**src/bip_pkg.sv**
```systemverilog
package bip_pkg;

  ////////////////////////////////////////////////////////////////////////////
  // Widths.
  ////////////////////////////////////////////////////////////////////////////

  localparam int WORD_BITS    = 16;  // Accumulator and data word.
  localparam int OPCODE_BITS  = 5;   // Upper field of an instruction.
  localparam int OPERAND_BITS = 11;  // Lower field, address or immediate.

  // Signed data word.
  typedef logic signed [WORD_BITS-1:0] word_t;

  ////////////////////////////////////////////////////////////////////////////
  // Instruction format.
  ////////////////////////////////////////////////////////////////////////////

  // Unlisted codes run as a no-operation.
  typedef enum logic [OPCODE_BITS-1:0] {
    OP_HLT  = 5'd0,  // Stop and hold.
    OP_STO  = 5'd1,  // Mem[op] <= acc.
    OP_LD   = 5'd2,  // Acc <= mem[op].
    OP_LDI  = 5'd3,  // Acc <= sext(op).
    OP_ADD  = 5'd4,  // Acc <= acc + mem[op].
    OP_ADDI = 5'd5,  // Acc <= acc + sext(op).
    OP_SUB  = 5'd6,  // Acc <= acc - mem[op].
    OP_SUBI = 5'd7   // Acc <= acc - sext(op).
  } opcode_t;

  typedef struct packed {
    opcode_t                 opcode;   // Bits 15..11.
    logic [OPERAND_BITS-1:0] operand;  // Bits 10..0.
  } instr_t;

  ////////////////////////////////////////////////////////////////////////////
  // Datapath control.
  ////////////////////////////////////////////////////////////////////////////

  // Accumulator source, mux A.
  typedef enum logic [1:0] {
    SEL_A_MEM = 2'd0,
    SEL_A_IMM = 2'd1,
    SEL_A_ALU = 2'd2
  } sel_a_t;

  // Second ALU operand, mux B.
  typedef enum logic {
    SEL_B_MEM = 1'b0,
    SEL_B_IMM = 1'b1
  } sel_b_t;

  typedef enum logic [1:0] {
    ALU_PASS = 2'd0,
    ALU_ADD  = 2'd1,
    ALU_SUB  = 2'd2
  } alu_op_t;

  // Control word from decode.
  typedef struct packed {
    sel_a_t  sel_a;
    sel_b_t  sel_b;
    alu_op_t alu_op;
    logic    wr_acc;  // Accumulator load.
    logic    wr_ram;  // Data memory write strobe.
  } ctrl_t;

endpackage

```
**src/bip_datapath.sv**
```systemverilog
`timescale 1ns/1ps

// Accumulator datapath of the BIP.
// Sign extension, two muxes, an add/sub unit and the ACC register.
module bip_datapath (
  input  logic                              i_clock,
  input  logic                              i_reset,      // Sync, active low.
  input  bip_pkg::ctrl_t                    i_ctrl,       // From decode.
  input  logic [bip_pkg::OPERAND_BITS-1:0]  i_operand,    // Instruction low field.
  input  bip_pkg::word_t                    i_mem_rdata,  // Data memory read.
  output bip_pkg::word_t                    o_mem_wdata,  // Data memory write.
  output bip_pkg::word_t                    o_acc
);

  import bip_pkg::*;

  localparam int EXT_BITS = WORD_BITS - OPERAND_BITS;  // Replicated sign bits.

  word_t acc;         // Accumulator.
  word_t imm;         // Sign extended operand.
  word_t mux_b;       // Second ALU input.
  word_t alu_result;
  word_t mux_a;       // Next accumulator value.

  ////////////////////////////////////////////////////////////////////////////
  // Operand path.
  ////////////////////////////////////////////////////////////////////////////

  // Sign extension of the 11 bit immediate.
  assign imm = {{EXT_BITS{i_operand[OPERAND_BITS-1]}}, i_operand};

  always_comb begin
    case (i_ctrl.sel_b)
      SEL_B_IMM: mux_b = imm;
      default:   mux_b = i_mem_rdata;  // Memory operand.
    endcase
  end

  // Add/sub unit.
  // Result wraps at 16 bits.
  always_comb begin
    case (i_ctrl.alu_op)
      ALU_ADD: alu_result = acc + mux_b;
      ALU_SUB: alu_result = acc - mux_b;
      default: alu_result = acc;  // Pass.
    endcase
  end

  // Accumulator source select.
  always_comb begin
    case (i_ctrl.sel_a)
      SEL_A_MEM: mux_a = i_mem_rdata;   // LD.
      SEL_A_IMM: mux_a = imm;           // LDI.
      default:   mux_a = alu_result;    // Arithmetic.
    endcase
  end

  ////////////////////////////////////////////////////////////////////////////
  // Accumulator register.
  ////////////////////////////////////////////////////////////////////////////

  // Level enable, so back to back writes all land.
  always_ff @(posedge i_clock) begin
    if (!i_reset) begin
      acc <= '0;
    end else if (i_ctrl.wr_acc) begin
      acc <= mux_a;
    end
  end

  assign o_mem_wdata = acc;  // STO source.
  assign o_acc       = acc;  // Observed at the top.

endmodule

```
**config.mk**
```make
export PLATFORM = sky130hd
export DESIGN_NAME = bip_datapath
export DESIGN_NICKNAME = d
export VERILOG_FILES = /design/src/bip_pkg.sv /design/src/bip_datapath.sv
export SDC_FILE = /design/constraint.sdc
export NUM_CORES = 1
export LEC_CHECK = 0
export CAP_MARGIN = 10
export CELL_PAD_IN_SITES_DETAIL_PLACEMENT = 1
export CELL_PAD_IN_SITES_GLOBAL_PLACEMENT = 1
export CORE_MARGIN = 5
export CORE_UTILIZATION = 40
export DETAILED_ROUTE_END_ITERATION = 6
export DONT_BUFFER_PORTS = 1
export PLACE_DENSITY = 0.75
export SLEW_MARGIN = 10
export SYNTH_ARGS = -nofsm -noshare
export SYNTH_HDL_FRONTEND = slang
export SYNTH_SLANG_ARGS = --single-unit
```
**constraint.sdc**
```tcl
create_clock -name i_clock -period 5.3 [get_ports i_clock]
set_input_delay 0.795 -clock i_clock [delete_from_list [all_inputs] [get_ports i_clock]]
set_output_delay 0.795 -clock i_clock [all_outputs]
set_load 0.1 [all_outputs]
```
==> results.py <==
metrics = {
    "cts": {
        "ctsLongestPathBuffers": 2,
        "clock-root-buffer": "sky130_fd_sc_hd__clkbuf_8",
        "cts_tree": "built",
        "number_of_buffers_added_to_fix_hold_violations_after_cts": 0,
        "clock_sinks": 16,
        "cts_made_buffers": 3,
        "post_cts_buffers": 0,
        "cts_htree_levels": 1,
        "post_cts.resized_instances": 0,
        "clkSlewWorstSetupHoldPaths_ps": 70,
        "clock_insertion_delay_worst_skew_ps": 260,
    },
    "floorplanning": {
        "die_width_um": 87.4,
        "core-area_um2": 5890,
        "floorplan.initialDensity_pct": 40.7,
        "rows": 28,
        "die_footprint_um2": 7640,
        "design.portCount": 68,
        "die_height_um": 87.4,
    },
    "logic_synthesis": {
        "combinational_family_with_the_most_area_after_synthesis": "compound AO/OA/AOI/OAI gates",
        "synthesis.instances": 308,
        "compound_cell_area_share_of_the_yosys_netlist_pct": 31.7,
        "post-synth-top-area-cell": "sky130_fd_sc_hd__dfxtp_1",
        "synth.area.mux_share_pct": 5.90,
        "yosys.area_share.simple_pct": 20.0,
        "synth_fa_ha_area_share_pct": 9.19,
        "synth_sequential_area_ratio_pct": 13.4,
        "synth_fp_nets": 361,
        "edff_count_synth": 0,
        "synth_xor_xnor_area_share_pct": 9.50,
        "number_of_register_bits_inferred_by_synthesis": 16,
        "postSynth.asyncResetShare_pct": 0,
        "synth.distinct_cells": 58,
        "yosys_most_used_dff": "sky130_fd_sc_hd__dfxtp_1",
        "synth_warnings": 0,
        "syn-cell-area_um2": 2400,
        "netlist.area_leader.share_pct": 13.4,
        "yosys-top-cells-area": "sky130_fd_sc_hd__dfxtp_1, sky130_fd_sc_hd__ha_1, sky130_fd_sc_hd__a21oi_1",
        "synth_area_per_cell_um2": 7.78,
    },
    "global_routing": {
        "antenna_found_initial": 0,
        "pin_count_of_the_biggest_net_entering_global_routing": 38,
        "globalRoute.totalOverflow": 0,
        "first_global_vias": 2300,
        "grt_pass1_wl_mm": 11.6,
        "globalRouteTotalUtil_pct": 18.9,
    },
    "finish": {
        "final_design_area_no_fill_um2": 2350,
        "layout.cells.most_common": "sky130_fd_sc_hd__a21oi_1",
        "layout.nets": 331,
        "drive_above_1_share_pct": 14.4,
        "largest_register_ffs": 16,
        "num_antenna_cells": 0,
        "synthToLayoutAreaGrowth_pct": -1.88,
        "most-common-layout-cells": "sky130_fd_sc_hd__a21oi_1, sky130_fd_sc_hd__nand2_1, sky130_fd_sc_hd__xnor2_1, sky130_fd_sc_hd__ha_1, sky130_fd_sc_hd__dfxtp_2",
    },
    "setup_path": {
        "worstSetupStartpointType": "input port",
        "critPathArrivalTime_ps": 3720,
        "critical_path_required_ps": 5410,
        "delay_of_the_slowest_critical_path_stage_ps": 380,
        "criticalPathCategory": "in2reg",
        "worst_path_max_delay_cell": "sky130_fd_sc_hd__ha_1",
        "critical_path.n_buffers_inverters": 0,
        "path_cells": "mux2i_1 -> ha_1 -> o221ai_2 -> nor2_2 -> nand2_2 -> o31ai_2 -> xnor2_1 -> o21ai_1 -> ha_1 -> a21o_1 -> a21o_1 -> a221oi_2 -> xnor2_1 -> a31oi_1",
        "cp-end-kind": "flop",
        "timing.critical_path.fanout_max": 37,
        "family_with_the_most_delay_on_the_worst_path": "compound AO/OA/AOI/OAI gates",
        "crit-reg2reg-launch": "o_acc[0]$_SDFFE_PN0P_",
        "timing.critical_path.from": "i_ctrl[4]",
    },
    "placement": {
        "dpl_cell_area_um2": 2300,
        "detailed_place_hpwl_mm": 5.37,
        "dp_slack_ps": 1440,
        "buffer_ports.inserted": 0,
        "routabilityCongestion": 0.887,
    },
    "worst_hold_path": {
        "worst_hold_path_type": "in2reg",
        "holdCritStartpoint": "i_ctrl[6]",
    },
    "timing": {
        "setup_ws_ps": 1690,
        "fin_hold_ws_ps": 631,
        "slew_headroom_pct": 27.6,
        "finalClockSkew_ps": 3.67,
        "totalNegativeSetupSlack_ps": 0,
        "finalWorstPathRequiredPeriod_ps": 3610,
        "timing_hold_violations_final": 0,
        "least_margin_pin_slew_ps": 1090,
        "max_freq_ghz": 0.277,
        "rsz0062_at_grt": "false",
        "timing.final.setup_violations": 0,
        "timing_max_transition_violations_final": 0,
        "fin_crit_sh_pct": 68.2,
    },
    "pwr": {
        "finalPower_mw": 0.691,
        "p_leak_nw": 0.950,
        "vdd_drop_max_mv": 0.165,
        "cellPowerDensity_nw_per_um2": 294,
    },
    "flow_run": {
        "cap_violations": 0,
    },
    "drt": {
        "routed_via_density": 6.08,
        "ant_nets": 0,
        "drc_errors": 0,
        "dr.pass1.iters": 4,
        "routed-via-count": 2140,
        "drtIter0Drc": 44,
        "drt_wl_total_mm": 6.83,
        "wl_per_cell_um": 19.4,
    },
    "run_status": {
        "result_of_the_run": "finished, final reports clean",
    },
}
cells in the mapped netlist, types with 5 or more instances:
cell	n
sky130_fd_sc_hd__a21oi_1	28
sky130_fd_sc_hd__nand2_1	19
sky130_fd_sc_hd__buf_4	16
sky130_fd_sc_hd__dfxtp_1	16
sky130_fd_sc_hd__ha_1	16
sky130_fd_sc_hd__xnor2_1	16
sky130_fd_sc_hd__nor2_1	15
sky130_fd_sc_hd__o21ai_0	15
sky130_fd_sc_hd__mux2i_1	13
sky130_fd_sc_hd__nor2b_1	12
sky130_fd_sc_hd__a211oi_1	11
sky130_fd_sc_hd__clkbuf_1	11
sky130_fd_sc_hd__a21o_1	10
sky130_fd_sc_hd__xor2_1	10
sky130_fd_sc_hd__inv_1	9
sky130_fd_sc_hd__nand2b_1	9
sky130_fd_sc_hd__o211ai_1	7
sky130_fd_sc_hd__a31oi_1	6
sky130_fd_sc_hd__buf_2	6
sky130_fd_sc_hd__o21ai_1	6
sky130_fd_sc_hd__nor3_1	5
per-stage QoR:
stage                     std cells  utilization [%]
after floorplan                 308                -
after global placement          348             39.0
after detailed placement        348             39.0
after CTS                       352             39.9
after global routing            352             39.9
final                           352             39.9
kinds of logic (layout without fill, tap and decap cells):
family / count (synthesis) / in the layout
buffers and inverters: 44 / 13
and+or+nand+nor: 84 / 84
xor gates and xnor gates: 26 / 26
AOI/OAI and AO/OA: 107 / 107
adders and majority gates: 17 / 17
muxes: 14 / 14
DFF: 16 / 16
worst paths after layout:
kind	slack [ps]	endpoint	cells past startpoint
min	630	o_acc[9]$_SDFFE_PN0P_	1
max reg2reg	2190	o_acc[12]$_SDFFE_PN0P_	11
max	1690	o_acc[15]$_SDFFE_PN0P_	14
min reg2reg	940	o_acc[7]$_SDFFE_PN0P_	2
report_power, final:
| part | switching, mW | internal (mW) |
|---|---|---|
| Combinational | 0.136 | 0.115 |
| Sequential | 0.190 | 0.134 |
| Clock | 0.0501 | 0.0661 |
routing by layer:
| layer | global-route usage (%) | wire length [um] | up-vias |
|---|---|---|---|
| met3 | 2.74 | 321 | 8 |
| met4 | 4.18 | 85 | 0 |
| met1 | 25.8 | 3250 | 1038 |
| met5 | 0 | 0 | - |
| met2 | 31.2 | 3170 | 49 |
| li1 | - | - | 1045 |
worst reg2reg max path: stages, from the launching register on:
cell and delay [ps]:
sky130_fd_sc_hd__dfxtp_2 650, sky130_fd_sc_hd__inv_1 220, sky130_fd_sc_hd__ha_1 180, sky130_fd_sc_hd__inv_1 50, sky130_fd_sc_hd__fa_1 410, sky130_fd_sc_hd__a21o_1 180
sky130_fd_sc_hd__a21oi_1 290, sky130_fd_sc_hd__o21ai_1 200, sky130_fd_sc_hd__a221oi_4 340, sky130_fd_sc_hd__o21bai_1 150, sky130_fd_sc_hd__xnor2_1 190, sky130_fd_sc_hd__a31oi_1 100
layout make-up:
cell class | count | area [um^2]
Sequential cell | 16 | 340
Clock buffer | 4 | 55.1
Multi-Input combinational cell | 248 | 1830
Fill cell | 731 | 3530
Inverter | 9 | 33.8
Tap cell | 75 | 93.8
No activity file was read; power rests on OpenSTA's default activity.
