===== src/bip_pkg.sv =====
package bip_pkg;

  ////////////////////////////////////////////////////////////////////////////
  // Widths.
  ////////////////////////////////////////////////////////////////////////////

  localparam int WORD_BITS    = 16;  // Accumulator and data word.
  localparam int OPCODE_BITS  = 5;   // Upper field of an instruction.
  localparam int OPERAND_BITS = 11;  // Lower field, address or immediate.

  // Signed data word.
  typedef logic signed [WORD_BITS-1:0] word_t;

  ////////////////////////////////////////////////////////////////////////////
  // Instruction format.
  ////////////////////////////////////////////////////////////////////////////

  // Unlisted codes run as a no-operation.
  typedef enum logic [OPCODE_BITS-1:0] {
    OP_HLT  = 5'd0,  // Stop and hold.
    OP_STO  = 5'd1,  // Mem[op] <= acc.
    OP_LD   = 5'd2,  // Acc <= mem[op].
    OP_LDI  = 5'd3,  // Acc <= sext(op).
    OP_ADD  = 5'd4,  // Acc <= acc + mem[op].
    OP_ADDI = 5'd5,  // Acc <= acc + sext(op).
    OP_SUB  = 5'd6,  // Acc <= acc - mem[op].
    OP_SUBI = 5'd7   // Acc <= acc - sext(op).
  } opcode_t;

  typedef struct packed {
    opcode_t                 opcode;   // Bits 15..11.
    logic [OPERAND_BITS-1:0] operand;  // Bits 10..0.
  } instr_t;

  ////////////////////////////////////////////////////////////////////////////
  // Datapath control.
  ////////////////////////////////////////////////////////////////////////////

  // Accumulator source, mux A.
  typedef enum logic [1:0] {
    SEL_A_MEM = 2'd0,
    SEL_A_IMM = 2'd1,
    SEL_A_ALU = 2'd2
  } sel_a_t;

  // Second ALU operand, mux B.
  typedef enum logic {
    SEL_B_MEM = 1'b0,
    SEL_B_IMM = 1'b1
  } sel_b_t;

  typedef enum logic [1:0] {
    ALU_PASS = 2'd0,
    ALU_ADD  = 2'd1,
    ALU_SUB  = 2'd2
  } alu_op_t;

  // Control word from decode.
  typedef struct packed {
    sel_a_t  sel_a;
    sel_b_t  sel_b;
    alu_op_t alu_op;
    logic    wr_acc;  // Accumulator load.
    logic    wr_ram;  // Data memory write strobe.
  } ctrl_t;

endpackage


===== src/bip_control.sv =====
`timescale 1ns/1ps

// Control unit of the BIP.
// Program loading over a four-phase port, PC and decode.
module bip_control #(
  parameter int PROG_ADDR_BITS = 11
) (
  input  logic                      i_clock,
  input  logic                      i_reset,       // Sync, active low.
  input  logic                      i_run,         // High runs, low loads.
  input  logic                      i_load_req,
  input  bip_pkg::instr_t           i_load_word,
  output logic                      o_load_ack,
  input  bip_pkg::opcode_t          i_opcode,      // Current instruction.
  output logic [PROG_ADDR_BITS-1:0] o_pc,
  output logic                      o_prog_write,
  output logic [PROG_ADDR_BITS-1:0] o_prog_waddr,
  output bip_pkg::instr_t           o_prog_wdata,
  output bip_pkg::ctrl_t            o_ctrl,
  output logic                      o_halted
);

  import bip_pkg::*;

  logic [PROG_ADDR_BITS-1:0] pc;
  logic [PROG_ADDR_BITS-1:0] load_addr;  // Next program slot to fill.
  logic                      ack;
  logic                      halted;
  logic                      load_accept;  // Req seen with ack low.
  logic                      running;      // One instruction completes.
  logic                      is_hlt;
  ctrl_t                     dec;          // Decode before write gating.

  assign running     = i_run && !halted;
  assign load_accept = !i_run && i_load_req && !ack;
  assign is_hlt      = (i_opcode == OP_HLT);

  ////////////////////////////////////////////////////////////////////////////
  // Load port.
  ////////////////////////////////////////////////////////////////////////////

  always_ff @(posedge i_clock) begin
    if (!i_reset) begin
      ack       <= 1'b0;
      load_addr <= '0;
    end else if (i_run) begin
      ack       <= 1'b0;  // Req ignored while running.
      load_addr <= '0;    // Next load starts at slot 0.
    end else if (load_accept) begin
      ack       <= 1'b1;  // Phase 2.
      load_addr <= load_addr + 1'b1;
    end else if (ack && !i_load_req) begin
      ack       <= 1'b0;  // Phase 4.
    end
  end

  // Word lands on the same edge that raises ack.
  assign o_prog_write = load_accept;
  assign o_prog_waddr = load_addr;
  assign o_prog_wdata = i_load_word;
  assign o_load_ack   = ack;

  ////////////////////////////////////////////////////////////////////////////
  // PC and halt.
  ////////////////////////////////////////////////////////////////////////////

  always_ff @(posedge i_clock) begin
    if (!i_reset) begin
      pc     <= '0;
      halted <= 1'b0;
    end else if (!i_run) begin
      pc     <= '0;    // Back to load mode.
      halted <= 1'b0;
    end else if (running) begin
      if (is_hlt) begin
        halted <= 1'b1;  // PC stays on the HLT.
      end else begin
        pc <= pc + 1'b1;
      end
    end
  end

  assign o_pc     = pc;
  assign o_halted = halted;

  ////////////////////////////////////////////////////////////////////////////
  // Decode.
  ////////////////////////////////////////////////////////////////////////////

  always_comb begin
    // Defaults give a no-operation.
    dec.sel_a  = SEL_A_MEM;
    dec.sel_b  = SEL_B_MEM;
    dec.alu_op = ALU_PASS;
    dec.wr_acc = 1'b0;
    dec.wr_ram = 1'b0;
    case (i_opcode)
      OP_STO: dec.wr_ram = 1'b1;
      OP_LD: begin
        dec.sel_a  = SEL_A_MEM;
        dec.wr_acc = 1'b1;
      end
      OP_LDI: begin
        dec.sel_a  = SEL_A_IMM;
        dec.wr_acc = 1'b1;
      end
      OP_ADD, OP_ADDI: begin
        dec.sel_a  = SEL_A_ALU;
        dec.sel_b  = (i_opcode == OP_ADDI) ? SEL_B_IMM : SEL_B_MEM;
        dec.alu_op = ALU_ADD;
        dec.wr_acc = 1'b1;
      end
      OP_SUB, OP_SUBI: begin
        dec.sel_a  = SEL_A_ALU;
        dec.sel_b  = (i_opcode == OP_SUBI) ? SEL_B_IMM : SEL_B_MEM;
        dec.alu_op = ALU_SUB;
        dec.wr_acc = 1'b1;
      end
      default: ;  // HLT and unused codes.
    endcase
  end

  // No writes outside of running.
  always_comb begin
    o_ctrl        = dec;
    o_ctrl.wr_acc = dec.wr_acc && running;
    o_ctrl.wr_ram = dec.wr_ram && running;
  end

endmodule


===== config.mk =====
export PLATFORM = sky130hd
export DESIGN_NAME = bip_control
export DESIGN_NICKNAME = d
export VERILOG_FILES = /design/src/bip_pkg.sv /design/src/bip_control.sv
export SDC_FILE = /design/constraint.sdc
export NUM_CORES = 1
export LEC_CHECK = 0
export ABC_AREA = 1
export BUFFER_PORTS_ARGS = -buffer_cell sky130_fd_sc_hd__buf_2
export CORE_AREA = 2 2 78 80
export CTS_BUF_LIST = sky130_fd_sc_hd__clkbuf_2 sky130_fd_sc_hd__clkbuf_4 sky130_fd_sc_hd__clkbuf_8
export DETAILED_ROUTE_END_ITERATION = 7
export DIE_AREA = 0 0 80 82
export HOLD_SLACK_MARGIN = 0.06
export PLACE_DENSITY = 0.46
export SLEW_MARGIN = 20
export SYNTH_ARGS = -nofsm -noshare
export SYNTH_HDL_FRONTEND = slang
export SYNTH_SLANG_ARGS = --single-unit

===== constraint.sdc =====
create_clock -name i_clock -period 1.36 [get_ports i_clock]
set_input_delay 0.204 -clock i_clock [delete_from_list [all_inputs] [get_ports i_clock]]
set_output_delay 0.204 -clock i_clock [all_outputs]
set_load 0.1 [all_outputs]

==> results of run 1 <==
[how the worst min path moves through the flow]
stage                               start                to  slack [ps]  cells past startpoint
final                          i_load_req        o_load_ack         160                      3
after global routing           i_load_req        o_load_ack         140                      3
after CTS                      i_load_req        o_load_ack         150                      3
after detailed placement  i_load_word[13]  o_prog_wdata[13]         410                      0
after global placement    i_load_word[13]  o_prog_wdata[13]         410                      0
after floorplan                i_load_req        o_load_ack         310                      2
[repair_timing]
action	in CTS	in global routing
gates resized for setup	0	0
setup buffers	0	3
endpoints found under the setup margin	1	3
endpoints found under the hold margin	0	0
pin swaps	1	1
[logic make-up after synthesis]
kind of cell | after synthesis
compound gates | 21
fa+ha+maj | 2
simple gates | 112
xor+xnor | 4
flops | 24
buf+inv | 53
[report_power, final]
part / internal [mW] / total, mW / switching (mW)
sequential: 0.689 / 0.698 / 0.00886
combinational: 0.0819 / 0.268 / 0.187
clock: 0.394 / 0.636 / 0.242
[per-stage QoR]
| stage | util [%] | power [mW] | area (µm²) | worst slack (ps) |
|---|---|---|---|---|
| after global placement | 32.86 | 0.9801 | 1888 | 113.6 |
| after detailed placement | 32.86 | 0.9803 | 1888 | 98.85 |
| after CTS | 34.10 | 1.634 | 1959 | 4.767 |
| final | 34.49 | 1.602 | 1982 | 32.00 |
| after global routing | 34.49 | 1.688 | 1982 | -55.86 |
| after floorplan | - | 1.118 | 1572 | -344.1 |
[placed cells by master, fill, tap and decap left out, drive strengths merged, types with 3 or more instances in the layout]
| cell | synthesis | routed |
|---|---|---|
| a21oi | 11 | 11 |
| buf | 17 | 47 |
| clkbuf | 0 | 3 |
| dfxtp | 24 | 24 |
| inv | 36 | 35 |
| nand2 | 45 | 45 |
| nand3 | 16 | 16 |
| nand4 | 5 | 5 |
| nor2 | 43 | 43 |
| o21ai | 10 | 10 |
[per-layer routing]
metal	global-route usage [%]	wire, µm	vias to the layer above	share of wire [%]
met4	1.864	20	0	0.62
li1	-	-	722	-
met1	12.30	1397	580	44
met3	3.077	202	4	6.3
met2	18.83	1587	38	49
met5	0	0	-	0
[cell type report]
class	count	area, µm²	share of cell area (%)
clock buffers	3	41.29	2.083
clock inverters	1	30.03	1.515
flip-flops and latches	24	538.0	27.15
multi-input cells	139	764.5	38.57
well taps	75	93.84	4.735
repair buffers	47	372.9	18.81
inverters	36	141.4	7.134
[critical path, stage by stage, from the launching register on]
cell and delay (ps):
dfxtp_4 360, nor2_4 80, inv_2 60, nor3_4 140, buf_12 200
[state kept, by name, summed over array words and instances, names as in the netlist]
| name | flops |
|---|---|
| o_prog_waddr | 11 |
| o_pc | 11 |
| o_load_ack | 1 |
| o_halted | 1 |
==> key figures, run 1 <==
Synth
  • Most instantiated cells after synthesis: nand2_1 (43), nor2_1 (38), inv_1 (35)
  • Asr flop ratio synth: 0%
  • Mux cell area share after synthesis: 0%
  • Largest family of logic cells by synthesized area: simple AND/OR/NAND/NOR gates
  • Netlist cell types: 20
  • Top cells by area, synth: dfxtp_1 (34%), nand2_1 (11%), nor2_1 (10%)
  • Post-synth EDFFs: 0
  • Area leader, netlist: dfxtp_1
  • Post-Syn Area: 1428 µm²
  • YS warnings: 0
  • Yosys reg bits: 24
  • Post-Synth Simple-Gate Area: 36.20%
  • Synth Area per Inst: 6.609 µm²
  • Mapped Cells: 216
  • Count leader, synth: nand2_1
  • Syn_nets: 243
  • Post-Synth Adder-Cell Area: 1.753%
  • Synth Area in Compound Gates: 7.362%
  • Seq/Total Area, Yosys: 33.65%
  • Top-area cell type share of the netlist area: 33.65%
  • Main synth FF type: dfxtp_1
  • Post-synthesis xor/xnor area fraction: 2.454%

Setup path
  • Flop2flop setup slack: 160 ps
  • Reg2Reg Depth: 7
  • Worst Setup End Kind: output pin
  • Critical Path RT: 1160 ps
  • Critical path launch point type: flip-flop
  • RR Startpoint: o_load_ack
  • CP max FO: 3
  • Critical path type: flip-flop to output pin
  • Setup crit start: o_halted
  • Reg2reg end: o_prog_waddr[6]
  • CP Capture Point: o_ctrl[0]
  • WP data arrival: 1120 ps

Timing
  • Max transition margin: 67.68%
  • Fin crit share: 97.65%
  • Worst Skew: 5.197 ps
  • Fin. max-slew vios: 0
  • Fin Hold WS: 162.9 ps
  • FMAX: 753.0 MHz
  • Setup TNS: 0 ps
  • Worst Tran Pin Value: 488.1 ps
  • RSZ-0062 raised after global routing: yes
  • Fin crit period: 1328 ps
  • Fin. Hold Viols: 0
  • Final Setup Violations: 0

Placed design
  • Placed insts: 318
  • Gp weighted congestion: 0.7298
  • DP Wirelength: 2.548 mm
  • Count of input and output buffers: 40

Cells and area
  • Fill cells: 650
  • Nets@finish: 278
  • Final Instance Count excl. Fillers: 325
  • Antenna diodes: 0
  • Share of cells above drive strength 1: 37.20%
  • Synth-to-layout area growth: 38.83%

Global routing
  • Initial antenna violation count: 0
  • First-pass GRT wire length: 5.451 mm
  • GRT Total Usage: 10.41%
  • Gr ovfl total: 0
  • Largest net degree at the start of global routing: 15
  • Number of global-route vias before repair: 1257

Route
  • WL final: 3.208 mm
  • DR iter-0 viols: 25
  • Routed vias: 1344
  • Remaining DRCs: 0
  • DR vias/cell: 4.135
  • Final ANT Viol Nets: 0
  • DRT Pass-1 Iters: 4
  • Wire per inst: 9.871 µm

Clock network
  • Clock Path Buffers: 2
  • CTS HTree Levels: 1
  • TritonCTS clock tree: done
  • Hold-fix buffers at CTS: 0
  • Clk slew on worst S/H paths: 90 ps
  • Worst-skew pair later-pin latency: 270 ps
  • # clock sinks: 24
  • Root buf cell: clkbuf_8
  • CTS Buf Count: 3

Floorplan
  • Core box area: 5746 µm²
  • Total die area: 6560 µm²
  • Die Span X: 80 µm
  • Initial Utilization: 24.85%
  • # rows: 28
  • IO Pins: 73
  • Die height: 82 µm

Power and ir drop
  • Peak supply drop: 0.3977 mV
  • PD cells: 808.5 nW/µm²
  • LEAKAGE: 0.8429 nW

Hold path
  • Worst Hold Class: primary input to flip-flop

Job
  • Number of max-cap violations: 0

Status
  • Status: finished, final reports clean
No activity file was read; power rests on OpenSTA's default activity.
==> inputs of run 2 (changes only) <==
- ABC_AREA: 1 -> 0
- CORE_AREA: 2 2 78 80 -> 2 2 74 76
- DIE_AREA: 0 0 80 82 -> 0 0 76 78
- PLACE_DENSITY: 0.46 -> 0.47
==> key figures, run 2 <==
Cells and area
  • Fill cells: 510
  • Nets@finish: 220
  • Commonest non-fill, non-tap cells in the layout: buf_2 (29), buf_4 (20), nor2_1 (19)
  • Final Instance Count excl. Fillers: 262
  • Antenna diodes: 0
  • Synth-to-layout area growth: 63.59%
  • Share of cells above drive strength 1: 60.94%
  • Commonest non-fill, non-tap cell in the layout: buf_2

Clock network
  • Clock Path Buffers: 2
  • TritonCTS clock tree: done
  • CTS Buf Count: 3
  • CTS HTree Levels: 1
  • Clk slew on worst S/H paths: 90 ps
  • # clock sinks: 24
  • Worst-skew pair later-pin latency: 270 ps
  • Root buf cell: clkbuf_8

Floorplan
  • # rows: 26
  • Core box area: 5042 µm²
  • Initial Utilization: 25.29%
  • Total die area: 5928 µm²
  • Die Span X: 76 µm
  • Die height: 78 µm
  • IO Pins: 73

Route
  • DRT Pass-1 Iters: 4
  • DR vias/cell: 4.740
  • WL final: 3.408 mm
  • Remaining DRCs: 0
  • DR iter-0 viols: 20
  • Routed vias: 1242
  • Wire per inst: 13.01 µm
  • Final ANT Viol Nets: 0

Placed design
  • Gp weighted congestion: 0.7715
  • DP Wirelength: 2.539 mm
  • Placed insts: 252
  • Count of input and output buffers: 40

Setup path
  • Critical path type: flip-flop to flip-flop
  • Critical Path RT: 1560 ps
  • Worst Setup End Kind: flip-flop
  • CP max FO: 4
  • WP data arrival: 1680 ps
  • Critical path launch point type: flip-flop

Synth
  • Top-area cell type share of the netlist area: 37.68%
  • Netlist cell types: 37
  • Area leader, netlist: dfxtp_1
  • Most instantiated cells after synthesis: dfxtp_1 (24), nor2_1 (20), buf_4 (17)
  • Post-Syn Area: 1275 µm²
  • Asr flop ratio synth: 0%
  • Top cells by area, synth: dfxtp_1 (38%), buf_4 (10%), xor2_1 (6.2%)
  • Count leader, synth: dfxtp_1
  • Yosys reg bits: 24
  • Post-synth EDFFs: 0
  • Syn_nets: 170
  • Synth Area per Inst: 8.916 µm²
  • YS warnings: 0
  • Seq/Total Area, Yosys: 37.68%
  • Mapped Cells: 143
  • Main synth FF type: dfxtp_1

Status
  • Failing checks: negative setup slack
  • Status: finished, violations left

Global routing
  • First-pass GRT wire length: 5.589 mm
  • GRT Total Usage: 11.41%
  • Initial antenna violation count: 0
  • Largest net degree at the start of global routing: 15
  • Number of global-route vias before repair: 1224
  • Gr ovfl total: 0

Timing
  • Worst Tran Pin Value: 490.6 ps
  • Fin. Hold Viols: 0
  • Fin. max-slew vios: 0
  • Fin crit period: 1482 ps
  • Fin Hold WS: 160.7 ps
  • Max transition margin: 67.52%
  • FMAX: 674.6 MHz
  • RSZ-0062 raised after global routing: yes
  • Final Setup Violations: 8
  • Fin crit share: 109.0%
  • Final Worst Setup Slack: -122.5 ps
  • Worst Skew: 3.564 ps

Power and ir drop
  • PD cells: 765.1 nW/µm²
  • Peak supply drop: 0.4778 mV
  • LEAKAGE: 0.8109 nW

Hold path
  • Worst Hold Class: primary input to flip-flop

Job
  • Number of max-cap violations: 0
==> run 2: cell count changes after synthesis, moves of 3 or more <==
cell / change
nand3_1: -11
nor2_1: -18
nand4_1: +3
a21oi_1: -6
nand2_1: -37
nor2_4: -4
xnor2_1: +4
inv_1: -34
and3_1: +6
o21ai_0: -4
xor2_1: +7
==> run 2: worst max-delay path, cell delays in order, from the launching register on <==
cell	delay (ps)
dfxtp_4	370
and4b_4	330
o211ai_4	100
or4b_1	480
a21oi_1	130
==> run 2: final timing paths <==
path                   startpoint         endpoint  slack, ps  cells after the start
setup / recovery         o_halted          o_pc[7]       -120                      4
hold / removal         i_load_req       o_load_ack        160                      3
setup reg to reg         o_halted          o_pc[7]       -120                      4
hold reg to reg   o_prog_waddr[9]  o_prog_waddr[9]        530                      2
==> run 2: stage by stage <==
stage	area [µm²]	TNS (ps)	utilization [%]	power (mW)	setup WS, ps
after detailed placement	1899	-909.2	37.67	0.9622	-145.3
after global routing	2086	-1127	41.36	1.659	-149.5
final	2086	-682.0	41.36	1.596	-122.5
after CTS	2009	-722.2	39.85	1.619	-108.1
after floorplan	1446	-6222	-	1.070	-658.2
after global placement	1899	-756.8	37.67	0.9587	-108.4
==> run 2: cell families (layout without fill, tap and decap cells) <==
kind of cell               after synthesis  count (layout)  share of synthesized area [%]
and+or+nand+nor                         62              62                          27.58
DFF                                     24              24                          37.68
buffers and inverters                   21              70                          11.19
AOI/OAI and AO/OA                       17              17                          9.716
xor gates and xnor gates                15              15                          10.30
adders and majority gates                2               2                          1.962
muxes                                    2               2                          1.570
==> run 2: cell type report <==
class | instances | area, µm² | area share, %
inverters | 2 | 7.507 | 0.3599
clock buffers | 3 | 41.29 | 1.980
clock inverters | 1 | 30.03 | 1.440
repair buffers | 64 | 560.5 | 26.87
flip-flops and latches | 24 | 545.5 | 26.15
multi-input cells | 98 | 813.3 | 38.99
well taps | 70 | 87.58 | 4.199
==> run 2: routing by layer <==
layer | wire, µm | global-route usage, % | share of wire [%] | vias up
met4 | 34 | 4.182 | 1.0 | 0
met2 | 1618 | 18.66 | 47 | 55
met3 | 307 | 4.767 | 9.0 | 8
li1 | - | - | - | 592
met1 | 1448 | 13.40 | 42 | 587
met5 | 0 | 0 | 0 | -
==> run 2: power by group <==
group          total, mW  switching [mW]  internal (mW)
Sequential         0.687         0.00682          0.680
Clock              0.638           0.244          0.394
Combinational      0.270           0.165          0.105
Total               1.60           0.417           1.18
==> run 2: repair_timing <==
action                                  CTS  global route
buffers inserted                          3             3
hold buffers                              0             0
endpoints found under the setup margin    7            12
pin swaps                                 1             3
gates cloned                              0             0
gates resized for setup                   5             9
==> inputs of run 3 (changes only) <==
- RECOVER_POWER: not set -> 50
==> key figures, run 3 (synthesis results as in run 2) <==
Route
  • DR iter-0 viols: 20
  • Wire per inst: 13.00 µm
  • Final ANT Viol Nets: 0
  • DR vias/cell: 4.740
  • Routed vias: 1242
  • DRT Pass-1 Iters: 4
  • Remaining DRCs: 0
  • WL final: 3.407 mm

Power and ir drop
  • Peak supply drop: 0.4778 mV
  • Power Total: 1.591 mW
  • PD cells: 767.3 nW/µm²
  • LEAKAGE: 0.8078 nW

Setup path
  • RR Startpoint: o_halted
  • CP cell instances: and4b_4 > o211ai_4 > or4b_1 > a21oi_1
  • Crit-path slowest cell: or4b_1
  • Reg2Reg Depth: 4
  • Critical path launch point type: flip-flop
  • Worst Setup End Kind: flip-flop
  • Setup crit start: o_halted
  • Critical Path RT: 1560 ps
  • CP max FO: 4
  • WP data arrival: 1680 ps
  • Flop2flop setup slack: -120 ps
  • Crit-path max cell delay: 480 ps
  • Reg2reg end: o_pc[7]
  • Critical path type: flip-flop to flip-flop
  • CP Capture Point: o_pc[7]

Timing
  • FMAX: 674.6 MHz
  • Max transition margin: 67.52%
  • Final Setup Violations: 8
  • Fin Hold WS: 160.7 ps
  • Fin crit share: 109.0%
  • Setup TNS: -682.0 ps
  • Fin. max-slew vios: 0
  • Worst Skew: 3.564 ps
  • Final Worst Setup Slack: -122.5 ps
  • RSZ-0062 raised after global routing: yes
  • Fin crit period: 1482 ps
  • Fin. Hold Viols: 0
  • Worst Tran Pin Value: 490.6 ps

Global routing
  • First-pass GRT wire length: 5.589 mm
  • Initial antenna violation count: 0
  • Gr ovfl total: 0
  • Number of global-route vias before repair: 1224
  • Largest net degree at the start of global routing: 15
  • GRT Total Usage: 11.41%

Cells and area
  • Register area: 545.5 µm²
  • Commonest non-fill, non-tap cells in the layout: buf_2 (29), buf_4 (21), nor2_1 (19)
  • Multi-input logic area: 813.3 µm²
  • Design area: 2073 µm²
  • Fill cells: 510
  • Final Instance Count excl. Fillers: 262
  • Commonest non-fill, non-tap cell in the layout: buf_2
  • Share of cells above drive strength 1: 60.94%
  • Antenna diodes: 0
  • Synth-to-layout area growth: 62.61%
  • Nets@finish: 220

Placed design
  • DP Wirelength: 2.539 mm
  • Post-DP Area: 1899 µm²
  • Placed insts: 252
  • Gp weighted congestion: 0.7715
  • Count of input and output buffers: 40

Clock network
  • CTS HTree Levels: 1
  • Clock Path Buffers: 2
  • Root buf cell: clkbuf_8
  • Worst-skew pair later-pin latency: 270 ps
  • TritonCTS clock tree: done
  • # clock sinks: 24
  • CTS Buf Count: 3
  • Hold-fix buffers at CTS: 0
  • Clk slew on worst S/H paths: 90 ps

Hold path
  • Worst Hold Class: primary input to flip-flop

Floorplan
  • Total die area: 5928 µm²
  • IO Pins: 73
  • Die Span X: 76 µm
  • Core box area: 5042 µm²
  • # rows: 26
  • Die height: 78 µm
  • Initial Utilization: 25.29%

Status
  • Failing checks: negative setup slack
  • Status: finished, violations left

Job
  • Number of max-cap violations: 0
[run 3: how the worst min path moves through the flow]
stage | endpoint | depth (start not counted) | startpoint | slack, ps
2_1_floorplan | o_load_ack | 2 | i_load_req | 310
3_3_place_gp | o_prog_wdata[0] | 0 | i_load_word[0] | 410
3_5_place_dp | o_prog_wdata[0] | 0 | i_load_word[0] | 410
4_1_cts | o_load_ack | 3 | i_load_req | 140
5_1_grt | o_load_ack | 3 | i_load_req | 180
6_report | o_load_ack | 3 | i_load_req | 160
[run 3: layout make-up]
| type | count | area share [%] |
|---|---|---|
| Multi-Input combinational cell | 98 | 39.23 |
| Tap cell | 70 | 4.224 |
| Clock inverter | 1 | 1.448 |
| Sequential cell | 24 | 26.31 |
| Inverter | 2 | 0.3621 |
| Clock buffer | 3 | 1.992 |
| Timing Repair Buffer | 64 | 26.43 |
[run 3: metrics by stage]
stage                     setup WS (ps)  util, %
final                            -122.5    41.12
after global routing             -149.5    41.12
after CTS                        -108.1    39.85
after detailed placement         -145.3    37.67
after global placement           -108.4    37.67
after floorplan                  -658.2        -
[run 3: per-layer routing]
| layer | track usage, % | wire (µm) |
|---|---|---|
| met1 | 13.40 | 1447 |
| met2 | 18.66 | 1618 |
| met3 | 4.767 | 307 |
| met4 | 4.182 | 34 |
| met5 | 0 | 0 |
[run 3: power breakdown]
group / leakage, nW / internal [mW] / switching, mW / total, mW
Combinational: 0.563 / 0.101 / 0.165 / 0.265
Clock: 0.0357 / 0.394 / 0.244 / 0.638
Sequential: 0.209 / 0.680 / 0.00682 / 0.687
Total: 0.808 / 1.17 / 0.416 / 1.59
[run 3: timing repair]
item                       4_1_cts  5_1_grt
setup endpoints to repair        7       12
hold endpoints to repair         0        0
resized for setup                5        9
buffers inserted                 3        3
pin swaps                        1        3
[run 3: worst max-delay path: cells and delay by family, from the launching register on]
family	cells	cell delay, ps
flops	1	370
simple gates	2	810
compound gates	2	230
